===== src/join_pkg.sv =====
// ----------------------------------------
// shared widths and types for the header
// and payload stream join.
// ----------------------------------------

package join_pkg;

   // bytes per stream word.
   localparam int data_bytes = 8;

   // byte count from 0 up to data_bytes.
   localparam int byte_count_w = 4;

   // sideband widths.
   localparam int tid_w   = 4;
   localparam int tdest_w = 4;

   // ----------------------------------------
   // stream types
   // ----------------------------------------

   // per-packet sideband, constant over a whole packet.
   typedef struct packed {
      logic [tid_w-1:0]   tid;
      logic [tdest_w-1:0] tdest;
   } stream_meta_t;

   // one stream word; byte 0 is the first byte on the wire.
   typedef struct packed {
      logic [data_bytes-1:0][7:0] data;
      // contiguous from byte 0.
      logic [data_bytes-1:0]      keep;
      logic                       last;
      stream_meta_t               meta;
   } stream_word_t;

   // ----------------------------------------
   // sequencer state
   // ----------------------------------------

   typedef enum logic {
      seq_header,
      seq_payload
   } seq_state_t;

endpackage


===== src/byte_packer.sv =====
// ----------------------------------------
// byte packer: packs partial words of the
// merged stream into full output words.
// ----------------------------------------

`timescale 1ns/1ps

module byte_packer (
   input  logic                  clk,
   input  logic                  resetn,

   input  join_pkg::stream_word_t merged_word,
   input  logic                  merged_valid,
   output logic                  merged_ready,

   output join_pkg::stream_word_t packed_word,
   output logic                  packed_valid,
   input  logic                  packed_ready
);

   localparam int db = join_pkg::data_bytes;
   localparam int cw = join_pkg::byte_count_w;

   // held bytes, never a full word.
   logic [db-2:0][7:0]     carry_data;
   logic [cw-1:0]          carry_cnt;
   join_pkg::stream_meta_t carry_meta;

   // held bytes close a packet and go out on their own.
   logic flush_pending;

   // held bytes followed by the new word.
   logic [2*db-1:0][7:0] comb_data;
   logic [cw-1:0]        new_cnt;
   logic [cw:0]          total;
   logic [cw:0]          total_rem;

   logic accept;
   logic can_emit;
   logic do_flush;
   logic full_word;

   // number of set bits in a contiguous keep.
   function automatic logic [cw-1:0] keep_count(input logic [db-1:0] keep);
      logic [cw-1:0] cnt;
      cnt = '0;
      for (int i = 0; i < db; i++) begin
         if (keep[i]) begin
            cnt = cnt + 1'b1;
         end
      end
      return cnt;
   endfunction

   // keep with the lowest cnt bytes set.
   function automatic logic [db-1:0] keep_mask(input logic [cw-1:0] cnt);
      logic [db-1:0] mask;
      for (int i = 0; i < db; i++) begin
         mask[i] = (i < cnt);
      end
      return mask;
   endfunction

   assign can_emit     = !packed_valid || packed_ready;
   assign merged_ready = can_emit && !flush_pending;
   assign accept       = merged_valid && merged_ready;
   assign do_flush     = flush_pending && can_emit;

   assign new_cnt   = keep_count(merged_word.keep);
   assign total     = {1'b0, carry_cnt} + {1'b0, new_cnt};
   assign total_rem = total - (cw + 1)'(db);
   assign full_word = (total >= db);

   // ----------------------------------------
   // byte realignment
   // ----------------------------------------

   always_comb begin
      for (int i = 0; i < 2 * db; i++) begin
         if (i < carry_cnt) begin
            comb_data[i] = carry_data[i];
         end else if (i < carry_cnt + db) begin
            comb_data[i] = merged_word.data[i - carry_cnt];
         end else begin
            comb_data[i] = 8'h00;
         end
      end
   end

   // ----------------------------------------
   // control
   // ----------------------------------------

   always_ff @(posedge clk) begin
      if (!resetn) begin
         carry_cnt     <= '0;
         flush_pending <= 1'b0;
         packed_valid  <= 1'b0;
      end else begin
         if (packed_valid && packed_ready) begin
            packed_valid <= 1'b0;
         end
         if (do_flush) begin
            packed_valid  <= 1'b1;
            carry_cnt     <= '0;
            flush_pending <= 1'b0;
         end else if (accept) begin
            if (full_word) begin
               packed_valid  <= 1'b1;
               carry_cnt     <= total_rem[cw-1:0];
               flush_pending <= merged_word.last && (total > db);
            end else if (merged_word.last) begin
               packed_valid <= 1'b1;
               carry_cnt    <= '0;
            end else begin
               carry_cnt <= total[cw-1:0];
            end
         end
      end
   end

   // ----------------------------------------
   // data path
   // ----------------------------------------

   always_ff @(posedge clk) begin
      if (do_flush) begin
         packed_word.data <= {{8'h00}, carry_data};
         packed_word.keep <= keep_mask(carry_cnt);
         packed_word.last <= 1'b1;
         packed_word.meta <= carry_meta;
      end else if (accept) begin
         packed_word.data <= comb_data[db-1:0];
         packed_word.meta <= merged_word.meta;
         carry_meta       <= merged_word.meta;
         if (full_word) begin
            packed_word.keep <= '1;
            // last only when nothing is left over.
            packed_word.last <= merged_word.last && (total == db);
            carry_data       <= comb_data[2*db-2:db];
         end else begin
            packed_word.keep <= keep_mask(total[cw-1:0]);
            packed_word.last <= 1'b1;
            carry_data       <= comb_data[db-2:0];
         end
      end
   end

endmodule


===== src/skid_buffer.sv =====
// ----------------------------------------
// two-entry output slice with a registered
// ready toward the packer.
// ----------------------------------------

`timescale 1ns/1ps

module skid_buffer (
   input  logic                  clk,
   input  logic                  resetn,

   input  join_pkg::stream_word_t packed_word,
   input  logic                  packed_valid,
   output logic                  packed_ready,

   output join_pkg::stream_word_t out_word,
   output logic                  out_valid,
   input  logic                  out_ready
);

   join_pkg::stream_word_t skid_word;
   logic                   skid_valid;

   logic main_free;

   // free when empty or drained this cycle.
   assign main_free = !out_valid || out_ready;

   // only the fill level sets ready.
   assign packed_ready = !skid_valid;

   always_ff @(posedge clk) begin
      if (!resetn) begin
         out_valid  <= 1'b0;
         skid_valid <= 1'b0;
      end else if (main_free) begin
         if (skid_valid) begin
            out_valid  <= 1'b1;
            skid_valid <= 1'b0;
         end else begin
            out_valid <= packed_valid;
         end
      end else if (packed_valid && packed_ready) begin
         skid_valid <= 1'b1;
      end
   end

   // older word in the skid goes out first.
   always_ff @(posedge clk) begin
      if (main_free) begin
         out_word <= skid_valid ? skid_word : packed_word;
      end else if (packed_valid && packed_ready) begin
         skid_word <= packed_word;
      end
   end

endmodule


===== src/stream_join.sv =====
// ----------------------------------------
// joins a header stream and a payload
// stream into one packed packet stream.
// ----------------------------------------

`timescale 1ns/1ps

module stream_join (
   input  logic                  clk,
   input  logic                  resetn,

   input  join_pkg::stream_word_t hdr_word,
   input  logic                  hdr_valid,
   output logic                  hdr_ready,

   input  join_pkg::stream_word_t pyld_word,
   input  logic                  pyld_valid,
   output logic                  pyld_ready,

   output join_pkg::stream_word_t out_word,
   output logic                  out_valid,
   input  logic                  out_ready
);

   join_pkg::stream_word_t merged_word;
   logic                   merged_valid;
   logic                   merged_ready;

   join_pkg::stream_word_t packed_word;
   logic                   packed_valid;
   logic                   packed_ready;

   stream_sequencer seq_inst (
      .clk          (clk),
      .resetn       (resetn),
      .hdr_word     (hdr_word),
      .hdr_valid    (hdr_valid),
      .hdr_ready    (hdr_ready),
      .pyld_word    (pyld_word),
      .pyld_valid   (pyld_valid),
      .pyld_ready   (pyld_ready),
      .merged_word  (merged_word),
      .merged_valid (merged_valid),
      .merged_ready (merged_ready)
   );

   byte_packer packer_inst (
      .clk          (clk),
      .resetn       (resetn),
      .merged_word  (merged_word),
      .merged_valid (merged_valid),
      .merged_ready (merged_ready),
      .packed_word  (packed_word),
      .packed_valid (packed_valid),
      .packed_ready (packed_ready)
   );

   skid_buffer skid_inst (
      .clk          (clk),
      .resetn       (resetn),
      .packed_word  (packed_word),
      .packed_valid (packed_valid),
      .packed_ready (packed_ready),
      .out_word     (out_word),
      .out_valid    (out_valid),
      .out_ready    (out_ready)
   );

endmodule


===== src/stream_sequencer.sv =====
// ----------------------------------------
// stream sequencer: passes one whole header
// packet, then its payload, as one stream.
// ----------------------------------------

`timescale 1ns/1ps

module stream_sequencer (
   input  logic                  clk,
   input  logic                  resetn,

   input  join_pkg::stream_word_t hdr_word,
   input  logic                  hdr_valid,
   output logic                  hdr_ready,

   input  join_pkg::stream_word_t pyld_word,
   input  logic                  pyld_valid,
   output logic                  pyld_ready,

   output join_pkg::stream_word_t merged_word,
   output logic                  merged_valid,
   input  logic                  merged_ready
);

   join_pkg::seq_state_t state;
   join_pkg::seq_state_t state_nxt;

   // high until the first header word of a packet is taken.
   logic start;

   // sideband of the first header word.
   join_pkg::stream_meta_t meta_q;

   logic hdr_take;
   logic pyld_take;

   assign hdr_take  = hdr_valid && hdr_ready;
   assign pyld_take = pyld_valid && pyld_ready;

   // ----------------------------------------
   // input select
   // ----------------------------------------

   always_comb begin
      merged_word      = hdr_word;
      merged_valid     = hdr_valid;
      hdr_ready        = merged_ready;
      pyld_ready       = 1'b0;
      // the header end is not the packet end.
      merged_word.last = 1'b0;
      merged_word.meta = start ? hdr_word.meta : meta_q;
      if (state == join_pkg::seq_payload) begin
         merged_word      = pyld_word;
         merged_word.meta = meta_q;
         merged_valid     = pyld_valid;
         hdr_ready        = 1'b0;
         pyld_ready       = merged_ready;
      end
   end

   // ----------------------------------------
   // state machine
   // ----------------------------------------

   always_comb begin
      state_nxt = state;
      case (state)
         join_pkg::seq_header: begin
            if (hdr_take && hdr_word.last) begin
               state_nxt = join_pkg::seq_payload;
            end
         end
         join_pkg::seq_payload: begin
            if (pyld_take && pyld_word.last) begin
               state_nxt = join_pkg::seq_header;
            end
         end
         default: state_nxt = join_pkg::seq_header;
      endcase
   end

   always_ff @(posedge clk) begin
      if (!resetn) begin
         state <= join_pkg::seq_header;
         start <= 1'b1;
      end else begin
         state <= state_nxt;
         if (hdr_take) begin
            start <= 1'b0;
         end else if (pyld_take && pyld_word.last) begin
            start <= 1'b1;
         end
      end
   end

   // capture tid and tdest at packet start.
   always_ff @(posedge clk) begin
      if (hdr_take && start) begin
         meta_q <= hdr_word.meta;
      end
   end

endmodule


===== config.mk =====
export PLATFORM = sky130hd
export DESIGN_NAME = stream_join
export DESIGN_NICKNAME = d
export VERILOG_FILES = /design/src/join_pkg.sv /design/src/byte_packer.sv /design/src/skid_buffer.sv /design/src/stream_join.sv /design/src/stream_sequencer.sv
export SDC_FILE = /design/constraint.sdc
export NUM_CORES = 1
export LEC_CHECK = 0
export BUFFER_PORTS_ARGS = -buffer_cell sky130_fd_sc_hd__clkbuf_2
export CAP_MARGIN = 20
export CORE_MARGIN = 2
export CORE_UTILIZATION = 52
export CTS_CLUSTER_DIAMETER = 50
export DETAILED_ROUTE_END_ITERATION = 8
export GPL_ROUTABILITY_DRIVEN = 0
export PLACE_DENSITY = 0.77
export SLEW_MARGIN = 25
export SYNTH_ARGS = -nofsm -noshare
export SYNTH_HDL_FRONTEND = slang
export SYNTH_SLANG_ARGS = --single-unit

===== constraint.sdc =====
create_clock -name clk -period 9 [get_ports clk]
set_clock_uncertainty 0.1 [all_clocks]
set_input_delay 0 -clock clk [delete_from_list [all_inputs] [get_ports clk]]
set_output_delay 0 -clock clk [all_outputs]
set_load 0.02 [all_outputs]

# Word level (Yosys, flattened, before mapping)
# Cells that the tools add are included.
[op_classes] n_eq_ne=1 reduce_logical=24 bitwise=4 n_mux=91 magnitude_cmp=55 n_addsub=25
[op_table] cell="32-bit by 4-bit < comparator with 1-bit output (second input constant)" n=15
[op_table] cell="8-bit two-way mux" n=46
[op_table] cell="8-bit binary-select mux with 3-bit select" n=15
[op_table] cell="4-bit by 32-bit < comparator with 1-bit output (first input constant)" n=7
[op_table] cell="81-bit two-way mux" n=2
[op_table] cell="73-bit two-way mux" n=2
[op_table] cell="3-bit by 32-bit < comparator with 1-bit output (first input constant)" n=4
[op_table] cell="1-bit by 32-bit < comparator with 1-bit output (first input constant)" n=2
[op_table] cell="2-bit by 32-bit < comparator with 1-bit output (first input constant)" n=2
[op_table] cell="56-bit two-way mux" n=1
[op_table] cell="4-bit two-way mux" n=9
[op_table] cell="4-bit by 4-bit subtractor with 5-bit output (first input constant)" n=7
[op_table] cell="3-bit by 4-bit < comparator with 1-bit output (first input constant)" n=8
[op_table] cell="4-bit < comparator (first input constant)" n=7
[op_table] cell="4-bit by 1-bit adder with 4-bit output (second input constant)" n=6
[op_table] cell="3-bit by 4-bit subtractor with 5-bit output (first input constant)" n=4
[op_table] cell="1-bit by 4-bit < comparator with 1-bit output (first input constant)" n=4
[op_table] cell="2-bit by 4-bit < comparator with 1-bit output (first input constant)" n=4
[op_table] cell="1-bit two-way mux" n=14
[op_table] cell="1-bit logical AND" n=11
[op_table] cell="1-bit by 4-bit subtractor with 5-bit output (first input constant)" n=2
[op_table] cell="2-bit by 4-bit subtractor with 5-bit output (first input constant)" n=2
[op_table] cell="9-bit two-way mux" n=1
[op_table] cell="2-bit AND reduction" n=3
[op_table] cell="other kinds (13)" n=22
[totals] regBits=325 output_inout_bits=84 input_bits=167

# Longest topological paths before layout
[depth] ltp_word=23 ltp_mapped=32

# Cells and area by module
# Synthesis repeated with hierarchy kept, for this count alone.
[unflattened] hier_cells=1178 hier_area_um2=16821.1
[modules_own_cells] mod="byte_packer" seq_area_each_um2=4384.2 instances=1 area_per_inst_um2=9519.1 cells_per_inst=806
[modules_own_cells] mod="skid_buffer" seq_area_each_um2=4904.7 instances=1 area_per_inst_um2=5947.0 cells_per_inst=260
[modules_own_cells] mod="stream_sequencer" seq_area_each_um2=280.3 instances=1 area_per_inst_um2=1355.0 cells_per_inst=112

# Least setup slack after synthesis
# No wires, ideal clock.
[synth_timing] path_kind="reg-to-reg" start="reg skid_inst.out_valid" end="reg skid_inst.skid_word[0] in the netlist's numbering, enable pin" setup_time_ns=0.637 t_arrival_ns=8.455 stages_incl_launch_ff=3 path_slack_ns=-0.192 cell_sequence="dfxtp_1 nand2b_1 nor3b_1"
[synth_between] elab_chain_len=4
[synth_rtl] element="start, declared" line="skid_buffer.sv:17" rtl="output logic out_valid,"
[synth_rtl] element="start signal, assigned" line="skid_buffer.sv:41" rtl="out_valid <= packed_valid;"
[synth_rtl] element="1-bit zero test" line="skid_buffer.sv:27" rtl="assign main_free = !out_valid || out_ready;"
[synth_rtl] element="1-bit logical OR" line="skid_buffer.sv:27"
[synth_rtl] element="named net skid_inst.main_free" line="skid_buffer.sv:24" rtl="logic main_free;"
[synth_rtl] element="1-bit NOT (no line)"
[synth_rtl] element="2-bit AND reduction (no line)"
[synth_rtl] element="end signal, assigned" line="skid_buffer.sv:53" rtl="skid_word <= packed_word;"
[synth_rtl] element="end, declared" line="skid_buffer.sv:21" rtl="join_pkg::stream_word_t skid_word;"
# The timed path passes the listed nets, and every way through them passes these cells.
# A chain may end at the register's enable or synchronous reset.

# Worst setup path after layout
[layout_timing] start="reg seq_inst.state" end="reg packer_inst.carry_data[27] in the netlist's numbering (data pin)"
[layout_between] elab_chain_len=19 word_cells_on_any_way=27
[layout_rtl] element="start, declared" line="stream_sequencer.sv:25" rtl="join_pkg::seq_state_t state;"
[layout_rtl] element="start signal, assigned" line="stream_sequencer.sv:84" rtl="state <= join_pkg::seq_header;"
[layout_rtl] element="start signal, assigned" line="stream_sequencer.sv:87" rtl="state <= state_nxt;"
[layout_rtl] element="81-bit two-way mux (*)" line="stream_sequencer.sv:52" rtl="if (state == join_pkg::seq_payload) begin"
[layout_rtl] element="1-bit two-way mux" line="byte_packer.sv:48" rtl="if (keep[i]) begin"
[layout_rtl] element="1-bit by 1-bit adder with 2-bit output" line="byte_packer.sv:49" rtl="cnt = cnt + 1'b1;"
[layout_rtl] element="4-bit two-way mux" line="byte_packer.sv:48"
[layout_rtl] element="4-bit by 1-bit adder with 4-bit output" line="byte_packer.sv:49"
[layout_rtl] element="4-bit two-way mux" line="byte_packer.sv:48"
[layout_rtl] element="4-bit by 1-bit adder with 4-bit output" line="byte_packer.sv:49"
[layout_rtl] element="4-bit two-way mux" line="byte_packer.sv:48"
[layout_rtl] element="[3 not listed]"
[layout_rtl] element="4-bit two-way mux" line="byte_packer.sv:48"
[layout_rtl] element="4-bit by 1-bit adder with 4-bit output" line="byte_packer.sv:49"
[layout_rtl] element="4-bit two-way mux" line="byte_packer.sv:48"
[layout_rtl] element="4-bit by 1-bit adder with 4-bit output" line="byte_packer.sv:49"
[layout_rtl] element="4-bit two-way mux" line="byte_packer.sv:48"
[layout_rtl] element="4-bit by 4-bit adder with 5-bit output" line="byte_packer.sv:70" rtl="assign total = {1'b0, carry_cnt} + {1'b0, new_cnt};"
[layout_rtl] element="5-bit by 4-bit greater-or-equal comparator with 1-bit output" line="byte_packer.sv:72" rtl="assign full_word = (total >= db);"
[layout_rtl] element="56-bit two-way mux (*)" line="byte_packer.sv:136" rtl="if (full_word) begin"
[layout_rtl] element="end signal, assigned" line="byte_packer.sv:140" rtl="carry_data <= comb_data[2*db-2:db];"
[layout_rtl] element="end signal, assigned" line="byte_packer.sv:144" rtl="carry_data <= comb_data[db-2:0];"
[layout_rtl] element="end, declared" line="byte_packer.sv:25" rtl="logic [db-2:0][7:0] carry_data;"
# Mark *: on every way between the ends. The rest lies on a longest branch, timed or not. The select of a mux whose other input is x is not followed.

==> run summary <==
vias per inst - 6.08
crit path max fanout - 52
Arr. time, crit path - 7.02 ns
via count - 11200
Storage cell area - 9580 sq um
Post-synth EDFFs - 306
Total Wirelength - 40300 um
Area after DPL - 18600 sq um
first-pass GRT wire length - 61400 um
Slew HR - 37.4%
cell count of the worst reg-to-reg path - 23
layout cells sized above 1 - 37.8%
Worst-path clk slew - 0.06 ns
Worst Tran Pin Value - 0.938 ns
CTS tree - built
crit share post-route - 76.3%
DPL Wire Length - 28900 um
Core ar. - 32400 sq um
total power - 7.54 mW
initial antenna violation count - 0
ys async rst share - 0%
Final #Nets - 1570
# resized after CTS - 0
Crit path required time - 9.15 ns
Final Instance Count excl. Fillers - 1845
Iteration-0 DRC Markers - 1087
Port Buffers - 242
Synth cell types - 54
Worst-Skew Late Latency - 0.52 ns
Fin Setup TNS - 0 ns
YS warnings - 0
Area growth, synth to finish - 17.4%
kind of critical path - register to register
1st-pass router iterations - 7
Sink Count - 325
multi-input logic area - 7090 sq um
Synth Register Bits - 325
Hold Path Class - input port to register
Max Slew Vio Count - 0
Final Hold Fails - 0
Max Cap Viol - 0
syn_nets - 1323
Synth Flop Type - edfxtp_1
Top Ports - 251
# rows - 66
RSZ-0062 raised after global routing - false
Post-DRT Antenna Nets - 0
number of setup buffers added after CTS - 0
cell count after placement - 1771
sequential area share after synthesis - 56.4%
outcome - finished clean
fin crit period - 6.87 ns
Root Buffer - clkbuf_16
final instance area - 19900 sq um
initial core utilization - 52.5%
P per Cell Area - 378 nW/um^2
fillcell total - 2424
drt wl/cell - 21.8 um
Tot GR Track Use - 23.8%
Die Ht - 185 um
CP Capture Type - register
Longest Clk Path Bufs - 3
startpoint types - register
total CTS buffers - 34
hold buffer count at CTS - 18
H-tree depth - 2
die width - 185 um
fmax - 146 MHz
Synth Cell Area - 17000 sq um
Hold Crit Depth - 2
drt drc - 0
count of final setup violators - 0
Antenna Cells - 0
full die area - 34100 sq um
cell count after synthesis - 1136
vias in the first global route - 10700
largest net degree at the start of global routing - 73
Peak VDD IR - 0.000215 V
gr ovfl total - 0
Leak - 7.69 nW
Avg Cell Area, Syn - 14.9 sq um
## cell usage after synthesis, types with 5 or more instances
library cell  instances  area [sq um]
a22o_1               56           490
nor2_1               30           113
nor2b_1               5          31.3
a21oi_1              21           105
o21ai_1              58           290
mux2_2               86           968
buf_4                 6          45.0
edfxtp_1            306          9190
buf_2                12          60.1
o21ai_0              26           130
and2_1                6          37.5
buf_1                11          41.3
clkbuf_1             38           143
mux4_2              112          2520
mux2_1                8          90.1
nand2b_1              8          50.1
a221o_1               8          80.1
nor3_1                6          30.0
ha_1                 19           238
dfxtp_1              19           380
nand2_1             117           439
mux2i_1              69           691
nand3_1              27           135
xor2_1                9          78.8
xnor2_1              14           123
inv_1                12          45.0
## worst max-delay path, stage by stage, from the launching register on
cell,delay [ns]
dfxtp_4,0.81
mux2i_1,0.40
ha_1,0.42
xnor2_1,0.29
ha_1,0.32
xor2_1,0.17
mux2i_1,0.12
mux2i_4,0.22
inv_1,0.07
ha_1,0.28
nor2_1,0.11
nor2_1,0.05
a32oi_1,0.26
a21oi_1,0.10
ha_1,0.31
mux2_2,0.30
fa_1,0.43
a21o_1,0.18
a21o_1,0.21
or2_1,0.24
buf_4,0.30
nand2_1,0.35
o21ai_1,0.12
a221o_1,0.36
## cells by family after synthesis
| group | synth area share, % |
|---|---|
| flops | 56.4 |
| mux | 25.6 |
| simple gates | 5.17 |
| compound gates | 7.86 |
| buf+inv | 2.08 |
| xor+xnor | 1.38 |
| fa+ha+maj | 1.58 |
## placed cells by master (no fill, tap or decap), drive strengths merged, types with 4 or more instances in the layout
| cell type | count |
|---|---|
| buf | 19 |
| nor2 | 30 |
| and2 | 6 |
| mux2 | 94 |
| clkinv | 6 |
| a221o | 8 |
| inv | 15 |
| xnor2 | 16 |
| ha | 19 |
| o22ai | 4 |
| mux2i | 73 |
| xor2 | 9 |
| dlygate4sd3 | 18 |
| nand2b | 8 |
| dfxtp | 19 |
| a21oi | 21 |
| nand2 | 117 |
| a22o | 56 |
| a21o | 4 |
| edfxtp | 306 |
| nor2b | 5 |
| nor3 | 6 |
| mux4 | 112 |
| clkbuf | 288 |
| o21ai | 86 |
| nand3 | 27 |
## final cells by class
class,count,share of cell area (%)
clock buffers,46,5.13
repair buffers,279,7.69
flip-flops and latches,325,48.0
well taps,442,2.77
inverters,14,0.264
clock inverters,10,0.546
multi-input cells,729,35.6
## stage by stage
step | setup WS (ns) | hold WS [ns] | util [%]
after detailed placement | 2.19 | 0.0982 | 57.5
after global routing | 1.58 | 0.125 | 61.6
after floorplan | 0.694 | -0.0238 | -
final | 2.13 | 0.115 | 61.6
after CTS | 2.17 | 0.102 | 61.6
after global placement | 2.34 | 0.0949 | 57.5
## worst paths after layout
path	from	to	slack [ns]
setup / recovery	seq_inst.state	packer_inst.carry_data[27]	2.13
hold reg to reg	packer_inst.packed_word[4]	skid_inst.skid_word[4]	0.35
hold / removal	hdr_word[6]	seq_inst.meta_q[6]	0.11
setup reg to reg	seq_inst.state	packer_inst.carry_data[27]	2.13
## report_power, final
part / switching (mW) / internal [mW] / leakage, nW
combinational: 2.05 / 1.42 / 3.91
clock: 0.557 / 0.855 / 0.552
sequential: 0.218 / 2.44 / 3.22
total: 2.82 / 4.72 / 7.69
## flip-flops by register name, indices dropped and copies added, names as in the netlist
name,flops
skid_inst.out_valid,1
skid_inst.skid_word,81
seq_inst.start,1
packer_inst.carry_data,56
packer_inst.packed_word,81
skid_inst.out_word,81
packer_inst.carry_cnt,4
packer_inst.packed_valid,1
packer_inst.flush_pending,1
seq_inst.meta_q,8
packer_inst.carry_meta,8
seq_inst.state,1
skid_inst.skid_valid,1
## layer usage
layer	up-vias	share of wire, %	track usage, %
met5	-	0	0
met2	583	46	36.4
met1	5509	41	33.3
met3	88	9.1	5.14
li1	5039	-	-
met4	0	4.0	9.37
No activity file was read; power rests on OpenSTA's default activity.
